**config.mk**
```make
export PLATFORM = sky130hd
export DESIGN_NAME = pov_display_top
export DESIGN_NICKNAME = d
export VERILOG_FILES = /design/src/common/led_drv_pkg.sv /design/src/common/spi_cmd_pkg.sv /design/src/verilog/pov_display_top.sv /design/src/driver/driver_sequencer.sv /design/src/driver/lane_shifter.sv /design/src/driver/column_source.sv /design/src/spi/spi_decoder.sv /design/src/spi/spi_slave.sv
export SDC_FILE = /design/constraint.sdc
export NUM_CORES = 1
export LEC_CHECK = 0
export BUFFER_PORTS_ARGS = -buffer_cell sky130_fd_sc_hd__buf_2
export CORE_MARGIN = 4
export CORE_UTILIZATION = 42
export CTS_CLUSTER_SIZE = 10
export DETAILED_ROUTE_END_ITERATION = 8
export GPL_TIMING_DRIVEN = 0
export PLACE_DENSITY = 0.55
export SYNTH_ARGS = -nofsm -noshare
export SYNTH_HDL_FRONTEND = slang
export SYNTH_HIERARCHICAL = 1
export SYNTH_SLANG_ARGS = --single-unit
export TNS_END_PERCENT = 5
```
**constraint.sdc**
```tcl
create_clock -name clk -period 8.5 [get_ports clk]
set_input_delay 1.275 -clock clk [delete_from_list [all_inputs] [get_ports clk]]
set_output_delay 1.275 -clock clk [all_outputs]
set_load 0.01 [all_outputs]
```
**src/common/led_drv_pkg.sv**
```systemverilog
`default_nettype none

package led_drv_pkg;

    localparam int COLOR_BITS = 16;

    // red on top, then green, then blue
    localparam int LANE_WORD_BITS = 3 * COLOR_BITS;

    // one extra bit selects config or grayscale latch
    localparam int SHIFT_BITS = LANE_WORD_BITS + 1;
    localparam int CTRL_FLAG_POS = LANE_WORD_BITS;

    typedef enum logic [1:0] {
        BLANK = 2'd0,
        RAMP  = 2'd1,
        SOLID = 2'd2
    } pattern_e;

endpackage

`default_nettype wire

```
**src/common/spi_cmd_pkg.sv**
```systemverilog
`default_nettype none

package spi_cmd_pkg;

    // longest frame, opcode byte plus six payload bytes
    localparam int CMD_BYTES = 7;
    localparam int CMD_BITS = CMD_BYTES * 8;
    localparam int PAYLOAD_BITS = 48;

    // frame lengths accepted per opcode
    localparam logic [2:0] OPCODE_LEN = 3'd1;
    localparam logic [2:0] CTRL_FRAME_LEN = 3'd2;
    localparam logic [2:0] CONF_FRAME_LEN = 3'd7;

    localparam logic [7:0] OP_WRITE_CONF = 8'h01;
    localparam logic [7:0] OP_WRITE_CTRL = 8'h02;
    localparam logic [7:0] OP_READ_ROT = 8'h10;
    localparam logic [7:0] OP_READ_SPEED = 8'h11;

    // first byte received sits in the top byte
    typedef logic [CMD_BITS-1:0] cmd_word_t;

    typedef struct packed {
        logic [4:0]  spare;
        logic [1:0]  pattern;
        logic        rgb_enable;
        logic [39:0] ignored;
    } ctrl_payload_t;

    typedef union packed {
        logic [PAYLOAD_BITS-1:0] conf_word;
        ctrl_payload_t           ctrl;
    } spi_payload_u;

endpackage

`default_nettype wire
```
**src/verilog/pov_display_top.sv**
```systemverilog
`timescale 1ns/1ps
`default_nettype none

module pov_display_top #(
    parameter int NUM_LANES = 8,
    parameter int CLK_DIV = 4,
    parameter int BLANKING_CYCLES = 72,
    parameter int NUM_COLUMNS = 64
) (
    input  logic                 clk,
    input  logic                 rst_n,
    input  logic                 spi_clk,
    input  logic                 spi_ss,
    input  logic                 spi_mosi,
    input  logic [15:0]          rotation_data,
    input  logic [15:0]          speed_data,
    output logic                 spi_miso,
    output logic                 sclk,
    output logic                 lat,
    output logic                 gclk,
    output logic                 rgb_enable,
    output logic [NUM_LANES-1:0] sin
);

    spi_cmd_pkg::cmd_word_t  cmd_read;
    logic [2:0]              cmd_len_bytes;
    logic [15:0]             cmd_write;
    logic                    byte_valid;
    logic                    frame_done;
    logic [47:0]             conf_word;
    logic                    new_conf;
    led_drv_pkg::pattern_e   pattern;
    logic                    load_req;
    logic                    load_grayscale;
    logic                    load_conf;
    logic                    shift_en;
    logic [NUM_LANES*48-1:0] lane_words;
    logic                    words_valid;

    spi_slave u_spi_slave (
        .clk(clk),
        .rst_n(rst_n),
        .spi_clk(spi_clk),
        .spi_ss(spi_ss),
        .spi_mosi(spi_mosi),
        .spi_miso(spi_miso),
        .byte_valid(byte_valid),
        .frame_done(frame_done),
        .cmd_read(cmd_read),
        .cmd_len_bytes(cmd_len_bytes),
        .cmd_write(cmd_write)
    );

    spi_decoder u_spi_decoder (
        .clk(clk),
        .rst_n(rst_n),
        .byte_valid(byte_valid),
        .frame_done(frame_done),
        .cmd_read(cmd_read),
        .cmd_len_bytes(cmd_len_bytes),
        .rotation_data(rotation_data),
        .speed_data(speed_data),
        .cmd_write(cmd_write),
        .conf_word(conf_word),
        .new_conf(new_conf),
        .rgb_enable(rgb_enable),
        .pattern(pattern)
    );

    column_source #(
        .NUM_LANES(NUM_LANES),
        .NUM_COLUMNS(NUM_COLUMNS)
    ) u_column_source (
        .clk(clk),
        .rst_n(rst_n),
        .load_req(load_req),
        .rgb_enable(rgb_enable),
        .pattern(pattern),
        .lane_words(lane_words),
        .words_valid(words_valid)
    );

    driver_sequencer #(
        .CLK_DIV(CLK_DIV),
        .BLANKING_CYCLES(BLANKING_CYCLES)
    ) u_driver_sequencer (
        .clk(clk),
        .rst_n(rst_n),
        .new_conf(new_conf),
        .words_valid(words_valid),
        .load_req(load_req),
        .load_grayscale(load_grayscale),
        .load_conf(load_conf),
        .shift_en(shift_en),
        .sclk(sclk),
        .lat(lat),
        .gclk(gclk)
    );

    // one shifter per driver lane
    for (genvar g = 0; g < NUM_LANES; g++) begin : g_lane
        lane_shifter u_lane_shifter (
            .clk(clk),
            .rst_n(rst_n),
            .load_grayscale(load_grayscale),
            .load_conf(load_conf),
            .shift_en(shift_en),
            .word(lane_words[g*48 +: 48]),
            .conf_word(conf_word),
            .sin(sin[g])
        );
    end

endmodule

`default_nettype wire

```
**src/driver/driver_sequencer.sv**
```systemverilog
`timescale 1ns/1ps
`default_nettype none

module driver_sequencer #(
    parameter int CLK_DIV = 4,
    parameter int BLANKING_CYCLES = 72
) (
    input  logic clk,
    input  logic rst_n,
    input  logic new_conf,
    input  logic words_valid,
    output logic load_req,
    output logic load_grayscale,
    output logic load_conf,
    output logic shift_en,
    output logic sclk,
    output logic lat,
    output logic gclk
);

    localparam int DIV_W = (CLK_DIV > 1) ? $clog2(CLK_DIV) : 1;
    localparam int BIT_W = $clog2(led_drv_pkg::SHIFT_BITS);
    localparam int BLANK_W = $clog2(BLANKING_CYCLES + 1);

    typedef enum logic [2:0] {
        S_LOAD,
        S_WAIT,
        S_SHIFT,
        S_LATCH,
        S_BLANK
    } state_t;

    state_t             state;
    logic [DIV_W-1:0]   div_cnt;
    logic               tick;
    logic [BIT_W-1:0]   bit_cnt;
    logic [BLANK_W-1:0] blank_cnt;
    logic               conf_pending;

    assign tick = (div_cnt == DIV_W'(CLK_DIV - 1));

    // grayscale words are taken the same clock they show up
    assign load_grayscale = (state == S_WAIT) && words_valid;

    always_ff @(posedge clk or negedge rst_n) begin
        if (!rst_n) begin
            state <= S_LOAD;
            div_cnt <= '0;
            bit_cnt <= '0;
            blank_cnt <= '0;
            conf_pending <= 1'b0;
            load_req <= 1'b0;
            load_conf <= 1'b0;
            shift_en <= 1'b0;
            sclk <= 1'b0;
            lat <= 1'b0;
            gclk <= 1'b0;
        end else begin
            load_req <= 1'b0;
            load_conf <= 1'b0;
            shift_en <= 1'b0;
            div_cnt <= tick ? '0 : div_cnt + 1'b1;
            // config arriving mid-shift waits for the next load step
            if (new_conf) begin
                conf_pending <= 1'b1;
            end
            if (tick) begin
                gclk <= (state == S_BLANK || state == S_LATCH) ? 1'b0 : ~gclk;
            end
            case (state)
                S_LOAD: begin
                    if (tick) begin
                        bit_cnt <= '0;
                        if (conf_pending) begin
                            load_conf <= 1'b1;
                            conf_pending <= new_conf;
                            state <= S_SHIFT;
                        end else begin
                            load_req <= 1'b1;
                            state <= S_WAIT;
                        end
                    end
                end
                S_WAIT: begin
                    if (words_valid) begin
                        state <= S_SHIFT;
                    end
                end
                S_SHIFT: begin
                    // sclk high one tick, low the next
                    if (tick) begin
                        if (!sclk) begin
                            sclk <= 1'b1;
                            shift_en <= 1'b1;
                        end else begin
                            sclk <= 1'b0;
                            if (bit_cnt == BIT_W'(led_drv_pkg::SHIFT_BITS - 1)) begin
                                lat <= 1'b1;
                                state <= S_LATCH;
                            end else begin
                                bit_cnt <= bit_cnt + 1'b1;
                            end
                        end
                    end
                end
                S_LATCH: begin
                    if (tick) begin
                        lat <= 1'b0;
                        blank_cnt <= '0;
                        state <= S_BLANK;
                    end
                end
                S_BLANK: begin
                    if (tick) begin
                        if (blank_cnt == BLANK_W'(BLANKING_CYCLES - 1)) begin
                            state <= S_LOAD;
                        end else begin
                            blank_cnt <= blank_cnt + 1'b1;
                        end
                    end
                end
                default: state <= S_LOAD;
            endcase
        end
    end

endmodule

`default_nettype wire

```
**src/driver/lane_shifter.sv**
```systemverilog
`timescale 1ns/1ps
`default_nettype none

module lane_shifter (
    input  logic        clk,
    input  logic        rst_n,
    input  logic        load_grayscale,
    input  logic        load_conf,
    input  logic        shift_en,
    input  logic [47:0] word,
    input  logic [47:0] conf_word,
    output logic        sin
);

    localparam int WORD_W = led_drv_pkg::LANE_WORD_BITS;

    logic [led_drv_pkg::SHIFT_BITS-1:0] shift_reg;

    // msb first, flag bit goes out ahead of the data
    assign sin = shift_reg[led_drv_pkg::SHIFT_BITS-1];

    always_ff @(posedge clk or negedge rst_n) begin
        if (!rst_n) begin
            shift_reg <= '0;
        end else if (load_conf) begin
            shift_reg[WORD_W-1:0] <= conf_word;
            shift_reg[led_drv_pkg::CTRL_FLAG_POS] <= 1'b1;
        end else if (load_grayscale) begin
            shift_reg[WORD_W-1:0] <= word;
            shift_reg[led_drv_pkg::CTRL_FLAG_POS] <= 1'b0;
        end else if (shift_en) begin
            shift_reg <= {shift_reg[led_drv_pkg::SHIFT_BITS-2:0], 1'b0};
        end
    end

endmodule

`default_nettype wire

```
**src/driver/column_source.sv**
```systemverilog
`timescale 1ns/1ps
`default_nettype none

module column_source #(
    parameter int NUM_LANES = 8,
    parameter int NUM_COLUMNS = 64
) (
    input  logic                        clk,
    input  logic                        rst_n,
    input  logic                        load_req,
    input  logic                        rgb_enable,
    input  led_drv_pkg::pattern_e       pattern,
    output logic [NUM_LANES*48-1:0]     lane_words,
    output logic                        words_valid
);

    localparam int CW = led_drv_pkg::COLOR_BITS;
    localparam int WORD_W = led_drv_pkg::LANE_WORD_BITS;
    localparam int COL_W = (NUM_COLUMNS > 1) ? $clog2(NUM_COLUMNS) : 1;

    logic [COL_W-1:0]            col;
    logic [CW-1:0]               col_val;
    logic [NUM_LANES*WORD_W-1:0] next_words;

    assign col_val = {{(CW - COL_W){1'b0}}, col};

    // stands in for a framebuffer column read
    always_comb begin
        next_words = '0;
        if (rgb_enable) begin
            for (int i = 0; i < NUM_LANES; i++) begin
                case (pattern)
                    led_drv_pkg::RAMP:
                        next_words[i*WORD_W +: WORD_W] = {col_val, i[CW-1:0], ~col_val};
                    led_drv_pkg::SOLID:
                        next_words[i*WORD_W +: WORD_W] = '1;
                    default:
                        next_words[i*WORD_W +: WORD_W] = '0;
                endcase
            end
        end
    end

    always_ff @(posedge clk) begin
        if (load_req) begin
            lane_words <= next_words;
        end
    end

    always_ff @(posedge clk or negedge rst_n) begin
        if (!rst_n) begin
            col <= '0;
            words_valid <= 1'b0;
        end else begin
            words_valid <= load_req;
            if (load_req) begin
                col <= (col == COL_W'(NUM_COLUMNS - 1)) ? '0 : col + 1'b1;
            end
        end
    end

endmodule

`default_nettype wire

```
**src/spi/spi_decoder.sv**
```systemverilog
`timescale 1ns/1ps
`default_nettype none

module spi_decoder (
    input  logic                   clk,
    input  logic                   rst_n,
    input  logic                   byte_valid,
    input  logic                   frame_done,
    input  spi_cmd_pkg::cmd_word_t cmd_read,
    input  logic [2:0]             cmd_len_bytes,
    input  logic [15:0]            rotation_data,
    input  logic [15:0]            speed_data,
    output logic [15:0]            cmd_write,
    output logic [47:0]            conf_word,
    output logic                   new_conf,
    output logic                   rgb_enable,
    output led_drv_pkg::pattern_e  pattern
);

    logic [7:0]                opcode;
    spi_cmd_pkg::spi_payload_u payload;

    assign opcode = cmd_read[spi_cmd_pkg::CMD_BITS-1 -: 8];
    assign payload = cmd_read[spi_cmd_pkg::PAYLOAD_BITS-1:0];

    // sensor words are sampled as soon as the opcode is in
    always_ff @(posedge clk) begin
        if (byte_valid && cmd_len_bytes == spi_cmd_pkg::OPCODE_LEN) begin
            case (opcode)
                spi_cmd_pkg::OP_READ_ROT:   cmd_write <= rotation_data;
                spi_cmd_pkg::OP_READ_SPEED: cmd_write <= speed_data;
                default:                    cmd_write <= '0;
            endcase
        end
    end

    always_ff @(posedge clk) begin
        if (frame_done && cmd_len_bytes == spi_cmd_pkg::CONF_FRAME_LEN &&
                opcode == spi_cmd_pkg::OP_WRITE_CONF) begin
            conf_word <= payload.conf_word;
        end
    end

    // writes apply only once the frame closes with the right length
    always_ff @(posedge clk or negedge rst_n) begin
        if (!rst_n) begin
            new_conf <= 1'b0;
            rgb_enable <= 1'b0;
            pattern <= led_drv_pkg::BLANK;
        end else begin
            new_conf <= frame_done && cmd_len_bytes == spi_cmd_pkg::CONF_FRAME_LEN &&
                        opcode == spi_cmd_pkg::OP_WRITE_CONF;
            if (frame_done && cmd_len_bytes == spi_cmd_pkg::CTRL_FRAME_LEN &&
                    opcode == spi_cmd_pkg::OP_WRITE_CTRL) begin
                rgb_enable <= payload.ctrl.rgb_enable;
                pattern <= led_drv_pkg::pattern_e'(payload.ctrl.pattern);
            end
        end
    end

endmodule

`default_nettype wire

```
**src/spi/spi_slave.sv**
```systemverilog
`timescale 1ns/1ps
`default_nettype none

module spi_slave (
    input  logic                  clk,
    input  logic                  rst_n,
    input  logic                  spi_clk,
    input  logic                  spi_ss,
    input  logic                  spi_mosi,
    output logic                  spi_miso,
    output logic                  byte_valid,
    output logic                  frame_done,
    output spi_cmd_pkg::cmd_word_t cmd_read,
    output logic [2:0]            cmd_len_bytes,
    input  logic [15:0]           cmd_write
);

    // [1] is the synchronized value, [2] the previous one
    logic [2:0]  sclk_sync;
    logic [2:0]  ss_sync;
    logic [1:0]  mosi_sync;
    logic        sclk_rise;
    logic        sclk_fall;
    logic        ss_rise;
    logic        ss_fall;
    logic        ss_active;
    logic [2:0]  bit_cnt;
    logic [2:0]  byte_cnt;
    logic [6:0]  rx_byte;
    logic        byte_valid_d;
    logic [15:0] tx_shift;

    assign sclk_rise = sclk_sync[1] & ~sclk_sync[2];
    assign sclk_fall = ~sclk_sync[1] & sclk_sync[2];
    assign ss_rise = ss_sync[1] & ~ss_sync[2];
    assign ss_fall = ~ss_sync[1] & ss_sync[2];
    assign ss_active = ~ss_sync[1];
    assign cmd_len_bytes = byte_cnt;

    always_ff @(posedge clk or negedge rst_n) begin
        if (!rst_n) begin
            sclk_sync <= '0;
            ss_sync <= '1;
            mosi_sync <= '0;
        end else begin
            sclk_sync <= {sclk_sync[1:0], spi_clk};
            ss_sync <= {ss_sync[1:0], spi_ss};
            mosi_sync <= {mosi_sync[0], spi_mosi};
        end
    end

    // byte assembly into the left-aligned frame
    always_ff @(posedge clk or negedge rst_n) begin
        if (!rst_n) begin
            bit_cnt <= '0;
            byte_cnt <= '0;
            rx_byte <= '0;
            cmd_read <= '0;
            byte_valid <= 1'b0;
            byte_valid_d <= 1'b0;
            frame_done <= 1'b0;
        end else begin
            byte_valid <= 1'b0;
            byte_valid_d <= byte_valid;
            frame_done <= ss_rise;
            if (ss_fall) begin
                bit_cnt <= '0;
                byte_cnt <= '0;
                cmd_read <= '0;
            end else if (ss_active && sclk_rise) begin
                rx_byte <= {rx_byte[5:0], mosi_sync[1]};
                bit_cnt <= bit_cnt + 3'd1;
                if (bit_cnt == 3'd7 && byte_cnt < spi_cmd_pkg::CMD_BYTES) begin
                    cmd_read[spi_cmd_pkg::CMD_BITS - 1 - 8 * byte_cnt -: 8] <=
                        {rx_byte, mosi_sync[1]};
                    byte_cnt <= byte_cnt + 3'd1;
                    byte_valid <= 1'b1;
                end
            end
        end
    end

    // response goes out in the two bytes after the opcode
    always_ff @(posedge clk or negedge rst_n) begin
        if (!rst_n) begin
            tx_shift <= '0;
            spi_miso <= 1'b0;
        end else if (!ss_active) begin
            tx_shift <= '0;
            spi_miso <= 1'b0;
        end else if (byte_valid_d && byte_cnt == spi_cmd_pkg::OPCODE_LEN) begin
            tx_shift <= cmd_write;
        end else if (sclk_fall) begin
            spi_miso <= tx_shift[15];
            tx_shift <= {tx_shift[14:0], 1'b0};
        end
    end

endmodule

`default_nettype wire

```
; Word level (Yosys, flattened, before mapping)
; Cells that the tools add are included.
[totals]
out_inout_bits = 13
ff_bits = 973
in_bits = 37
[op_classes]
magnitude_cmp = 1
mux = 91
n_reduce_logical = 27
bitwise_logic = 11
shift = 2
n_eq_ne = 29
addsub = 8
[ops]
columns = op, n
row1 = $mux W49, 24
row2 = $pmux W48 S2, 8
row3 = $mux W56, 3
row4 = $shift A8 B34 Y63 const A, 1
row5 = $shiftx A8 B34 Y63, 1
row6 = $bwmux W56, 1
row7 = $mux W16, 3
row8 = $mux W3, 13
row9 = $neg A32 Y34, 1
row10 = $pmux W16 S2, 1
row11 = $mux W6, 5
row12 = $mux W1, 24
row13 = $mux W7, 3
row14 = $eq A8 B5 Y1 const B, 2
row15 = $not A6 Y16, 1
row16 = $pmux W3 S5, 1
row17 = $ne A2 B1 Y1 const B, 7
row18 = $pmux W7 S2, 1
row19 = $add A6 B1 Y6 const B, 2
row20 = $eq A6 B6 Y1 const B, 2
row21 = $pmux W6 S2, 1
row22 = $reduce_bool A2 Y1, 6
row23 = $reduce_and A5 Y1, 2
row24 = $eq A3 B2 Y1 const B, 3
row25 = other kinds (24), 53

; Logic depth before layout (Yosys ltp)
[depth]
depth_word = 7
ltp_mapped = 10
depth_no_buf = 6

; By module
; The synthesis kept the hierarchy.
[modules_own_cells]
columns = mod, n_inst, cells_per_inst, area_per_inst_um2
row1 = lane_shifter, 8, 276, 2702.6
row2 = spi_slave, 1, 343, 4282.9
row3 = column_source, 1, 441, 3651.0
row4 = spi_decoder, 1, 116, 2409.8
row5 = driver_sequencer, 1, 133, 1327.5

; Least setup slack after synthesis
; Ideal clock, no wire load.
[synth_path]
path_type = register -> register
start = reg u_spi_slave.cmd_read[55]
end = reg u_spi_decoder.new_conf
synth_period_minus_slack_ps = 6093
path_buffers = 0
slack_ps = 2407
path_stages_with_launch = 4
arrival_ps = 5495
cell_sequence = dfrtp_1 nor4_4 nand2_1 nor4_1
[synth_between]
elab_chain_cells = 2
[synth_lines]
columns = element, line_no
row1 = "start, declared", spi_slave.sv:13  ; output spi_cmd_pkg::cmd_word_t cmd_read,
row2 = "start signal, assigned by index", spi_slave.sv:74  ; cmd_read[spi_cmd_pkg::CMD_BITS - 1 - 8 * byte_cnt -: 8] <=
row3 = $eq A8 B1 Y1, spi_decoder.sv:52  ; opcode == spi_cmd_pkg::OP_WRITE_CONF;
row4 = $logic_and A1 B1 Y1, spi_decoder.sv:51  ; new_conf <= frame_done && cmd_len_bytes == spi_cmd_pkg::CONF_FRAME_LEN &&
row5 = "end signal, assigned", spi_decoder.sv:51
row6 = "end, declared", spi_decoder.sv:15  ; output logic new_conf,
; Every way passes these cells.
; A chain may end at the register's enable or synchronous reset.

; Final worst setup path
[layout_path]
start = reg u_driver_sequencer.state[1]
end = reg g_lane[4].u_lane_shifter/shift_reg[24] (netlist bit)
[layout_between]
elab_chain_cells = 4
elab_cells_between_ends = 5
[layout_lines]
columns = element, line_no
row1 = "start, declared", driver_sequencer.sv:33  ; state_t state;
row2 = "start signal, assigned", driver_sequencer.sv:47  ; state <= S_LOAD;
row3 = "start signal, assigned", driver_sequencer.sv:77  ; state <= S_SHIFT;
row4 = "start signal, assigned", driver_sequencer.sv:80  ; state <= S_WAIT;
row5 = $eq A3 B1 Y1 *, driver_sequencer.sv:43  ; assign load_grayscale = (state == S_WAIT) && words_valid;
row6 = $logic_and A1 B1 Y1 *, driver_sequencer.sv:43
row7 = via load_grayscale, pov_display_top.sv:34  ; logic load_grayscale;
row8 = $mux W49, lane_shifter.sv:28  ; end else if (load_grayscale) begin
row9 = $mux W49, lane_shifter.sv:25  ; end else if (load_conf) begin
row10 = "end signal, assigned by index", lane_shifter.sv:26  ; shift_reg[WORD_W-1:0] <= conf_word;
row11 = "end signal, assigned by index", lane_shifter.sv:29  ; shift_reg[WORD_W-1:0] <= word;
row12 = "end signal, assigned", lane_shifter.sv:32  ; shift_reg <= {shift_reg[led_drv_pkg::SHIFT_BITS-2:0], 1'b0};
row13 = "end, declared", lane_shifter.sv:17  ; logic [led_drv_pkg::SHIFT_BITS-1:0] shift_reg;
; The timed path passes the listed nets; every way through them passes the cells marked *.

==> out/qor.txt <==
Number of synthesized flops with an enable pin: 78
Cts repair resizes: 0
CP arrival: 4.00 ns
Hold WS: 0.351 ns
Row Count: 102
Main combinational cell family by area after synthesis: compound AO/OA/AOI/OAI gates
Max reg flops: 392
Max-cap violation count: 0
Worst Hold Class: reg -> reg
VDD IR max: 0.141 mV
Max Freq: 283 MHz
Detailed placement HPWL: 68,700 um
Detailed Route WL: 97,700 um
H-tree depth: 3
Ys Warns: 6
Post-CTS Setup Inserts: 0
Clk root buf: clkbuf_16
Peak per-stage delay on the critical path: 1.05 ns
Post-synthesis cell count: 3,241
IO Count: 50
Slew margin rel.: 7.44%
Synth Area in Adders: 0.451%
Predominant post-synthesis flop cell: dfrtp_1
Crit path launch type: register
Post-synth cell types: 71
Fin crit share: 41.6%
I/O Buffers: 49
CTS tree: done
Number of CTS-inserted buffers: 73
Tot GR Track Use: 23.1%
Share of cells above drive strength 1: 22.8%
Status: complete, no violations
Total congestion overflow: 0
Layout Nets: 3,439
Yosys top cell by area: dfrtp_1
R2R cell count: 9
Chip height: 290 um
RePlAce Congestion: 0.862
Vias post-DR: 25,800
Final min period: 3.53 ns
Area of the die: 0.0838 sq mm
Overall power: 0.00603 W
Worst path required time: 8.96 ns
Synth Cell Area: 0.0333 sq mm
Most frequent cell after synthesis: dfrtp_1
Synth-to-Final Area Change: 13.1%
Core Area: 0.0780 sq mm
Compound-Gate Fraction of Synth Area: 22.6%
Final instance area: 0.0376 sq mm
FF+latch count, synth: 603
Slew Limit Fails: 0
Hold depth: 0
Top cell type's share of synthesized area: 39.2%
Largest net degree at the start of global routing: 118
RSZ-0062 raised after global routing: false
DR pass1 iterations: 6
# hold bufs at CTS: 0
Synth top cells by count: dfrtp_1, buf_4, a21oi_1
Initial Util: 42.7%
CP max FO: 10
Slowest stage cell, crit path: nor2_1
Mapped Avg Cell Area: 10.3 sq um
Worst-path cell chain: buf_6, inv_1, nand2_1, nor2_1, buf_4, clkbuf_1, and3b_1, a21oi_1, o21ai_0
Worst Skew: 0.0162 ns
Synthesized-area fraction occupied by and/or/nand/nor cells: 13.8%
Antenna Nets Post-Route: 0
Fin. Hold Viols: 0
Via/cell ratio: 5.77
Synth top area cells: dfrtp_1, and3b_1, buf_4
Die W: 290 um
Final Core Density: 48.3%
# clock sinks: 603
First-pass GRT wire length: 154,000 um
Setup violations, final: 0
Worst-margin pin slew: 1.38 ns
Syn Nets: 3,290
Clock latency on the worst-skew pair: 0.62 ns
P_leak: 17.2 nW
Kind of end point of the critical path: register
Mux contribution to synthesized area: 2.86%
Placed cell areas: 0.0354 sq mm
Post-DR wirelength/cell: 21.8 um
Clock buffer depth: 3
Asr flop ratio synth: 87.1%
Antenna violations before repair: 0
Vias in the first global route: 26,800
TNS Setup: 0 ns
Residual DRC count: 0
Seq/Total Area, Yosys: 46.5%
DR iter-0 viols: 1,987
Post-Synth XOR/XNOR Area: 0.154%
Critical path class: reg -> reg
PwrDens: 160 mW/mm^2
Worst-path clk slew: 0.06 ns
-- placed cells by master (no fill, tap or decap), types with 17 or more instances in the layout --
| master | Yosys | layout |
|---|---|---|
| clkbuf_1 | 85 | 116 |
| buf_4 | 396 | 402 |
| nor2_1 | 35 | 35 |
| mux2i_1 | 86 | 86 |
| a22oi_1 | 376 | 376 |
| buf_6 | 46 | 47 |
| buf_16 | 0 | 17 |
| dfrtp_1 | 522 | 521 |
| o21ai_1 | 145 | 145 |
| a21oi_1 | 389 | 389 |
| buf_2 | 109 | 157 |
| clkbuf_2 | 18 | 18 |
| nand2_1 | 87 | 87 |
| edfxtp_1 | 78 | 78 |
| clkbuf_16 | 0 | 74 |
| inv_1 | 29 | 29 |
| and3b_1 | 379 | 379 |
| o21ai_0 | 262 | 262 |
-- where the power goes --
group	internal, W	switching (W)	total, W
clock	0.00170	0.00126	0.00296
combinational	0.0000259	0.000100	0.000126
sequential	0.00293	0.00000947	0.00294
-- cells by family after synthesis --
family | count (synthesis)
muxes | 93
AOI/OAI and AO/OA | 1254
DFF | 603
and+or+nand+nor | 591
adders and majority gates | 12
buffers and inverters | 683
xor gates and xnor gates | 5
-- layout make-up --
class / count / area, sq um
antenna: 1 / 2.50
buffer: 654 / 4450
clock buffer: 114 / 2090
clock inverter: 8 / 133
fill: 7134 / 40300
inverter: 29 / 109
multi-input combinational: 1955 / 13300
sequential: 603 / 15500
tap: 1040 / 1300
timing repair buffer: 74 / 800
-- final timing paths --
check	startpoint	end	slack (ns)
setup reg to reg	u_driver_sequencer/state[1]	g_lane[4].u_lane_shifter/shift_reg[24]	4.97
hold reg to reg	u_spi_slave/mosi_sync[0]	u_spi_slave/mosi_sync[1]	0.35
min in group asynchronous	rst_n	g_lane[4].u_lane_shifter/shift_reg[10]	0.68
setup / recovery	u_driver_sequencer/state[1]	g_lane[4].u_lane_shifter/shift_reg[24]	4.97
max in group asynchronous	rst_n	u_spi_slave/cmd_len_bytes[1]	6.08
hold / removal	u_spi_slave/mosi_sync[0]	u_spi_slave/mosi_sync[1]	0.35
-- per-layer routing --
| metal | GRT usage, % | up-vias | part of all wire [%] |
|---|---|---|---|
| met3 | 3.05 | 191 | 3.9 |
| met5 | 0 | - | 0 |
| met2 | 40.0 | 716 | 50 |
| met1 | 29.6 | 13000 | 43 |
| li1 | - | 11900 | - |
| met4 | 9.05 | 0 | 3.8 |
-- metrics by stage --
stage / instances / worst slack (ns)
finish: 4478 / 4.97
global route: 4477 / 4.88
CTS: 4477 / 5.01
detailed placement: 4355 / 5.02
global placement: 4330 / -5.38
floorplan: 3241 / 2.41
-- critical path, delay by kind of cell, from the launching register on --
family                 cells  cell delay, ns
AO/OA/AOI/OAI              2            0.46
buffers and inverters      4            1.12
flip-flops                 1            0.41
AND/OR/NAND/NOR            3            1.38
No activity file was read; power rests on OpenSTA's default activity.
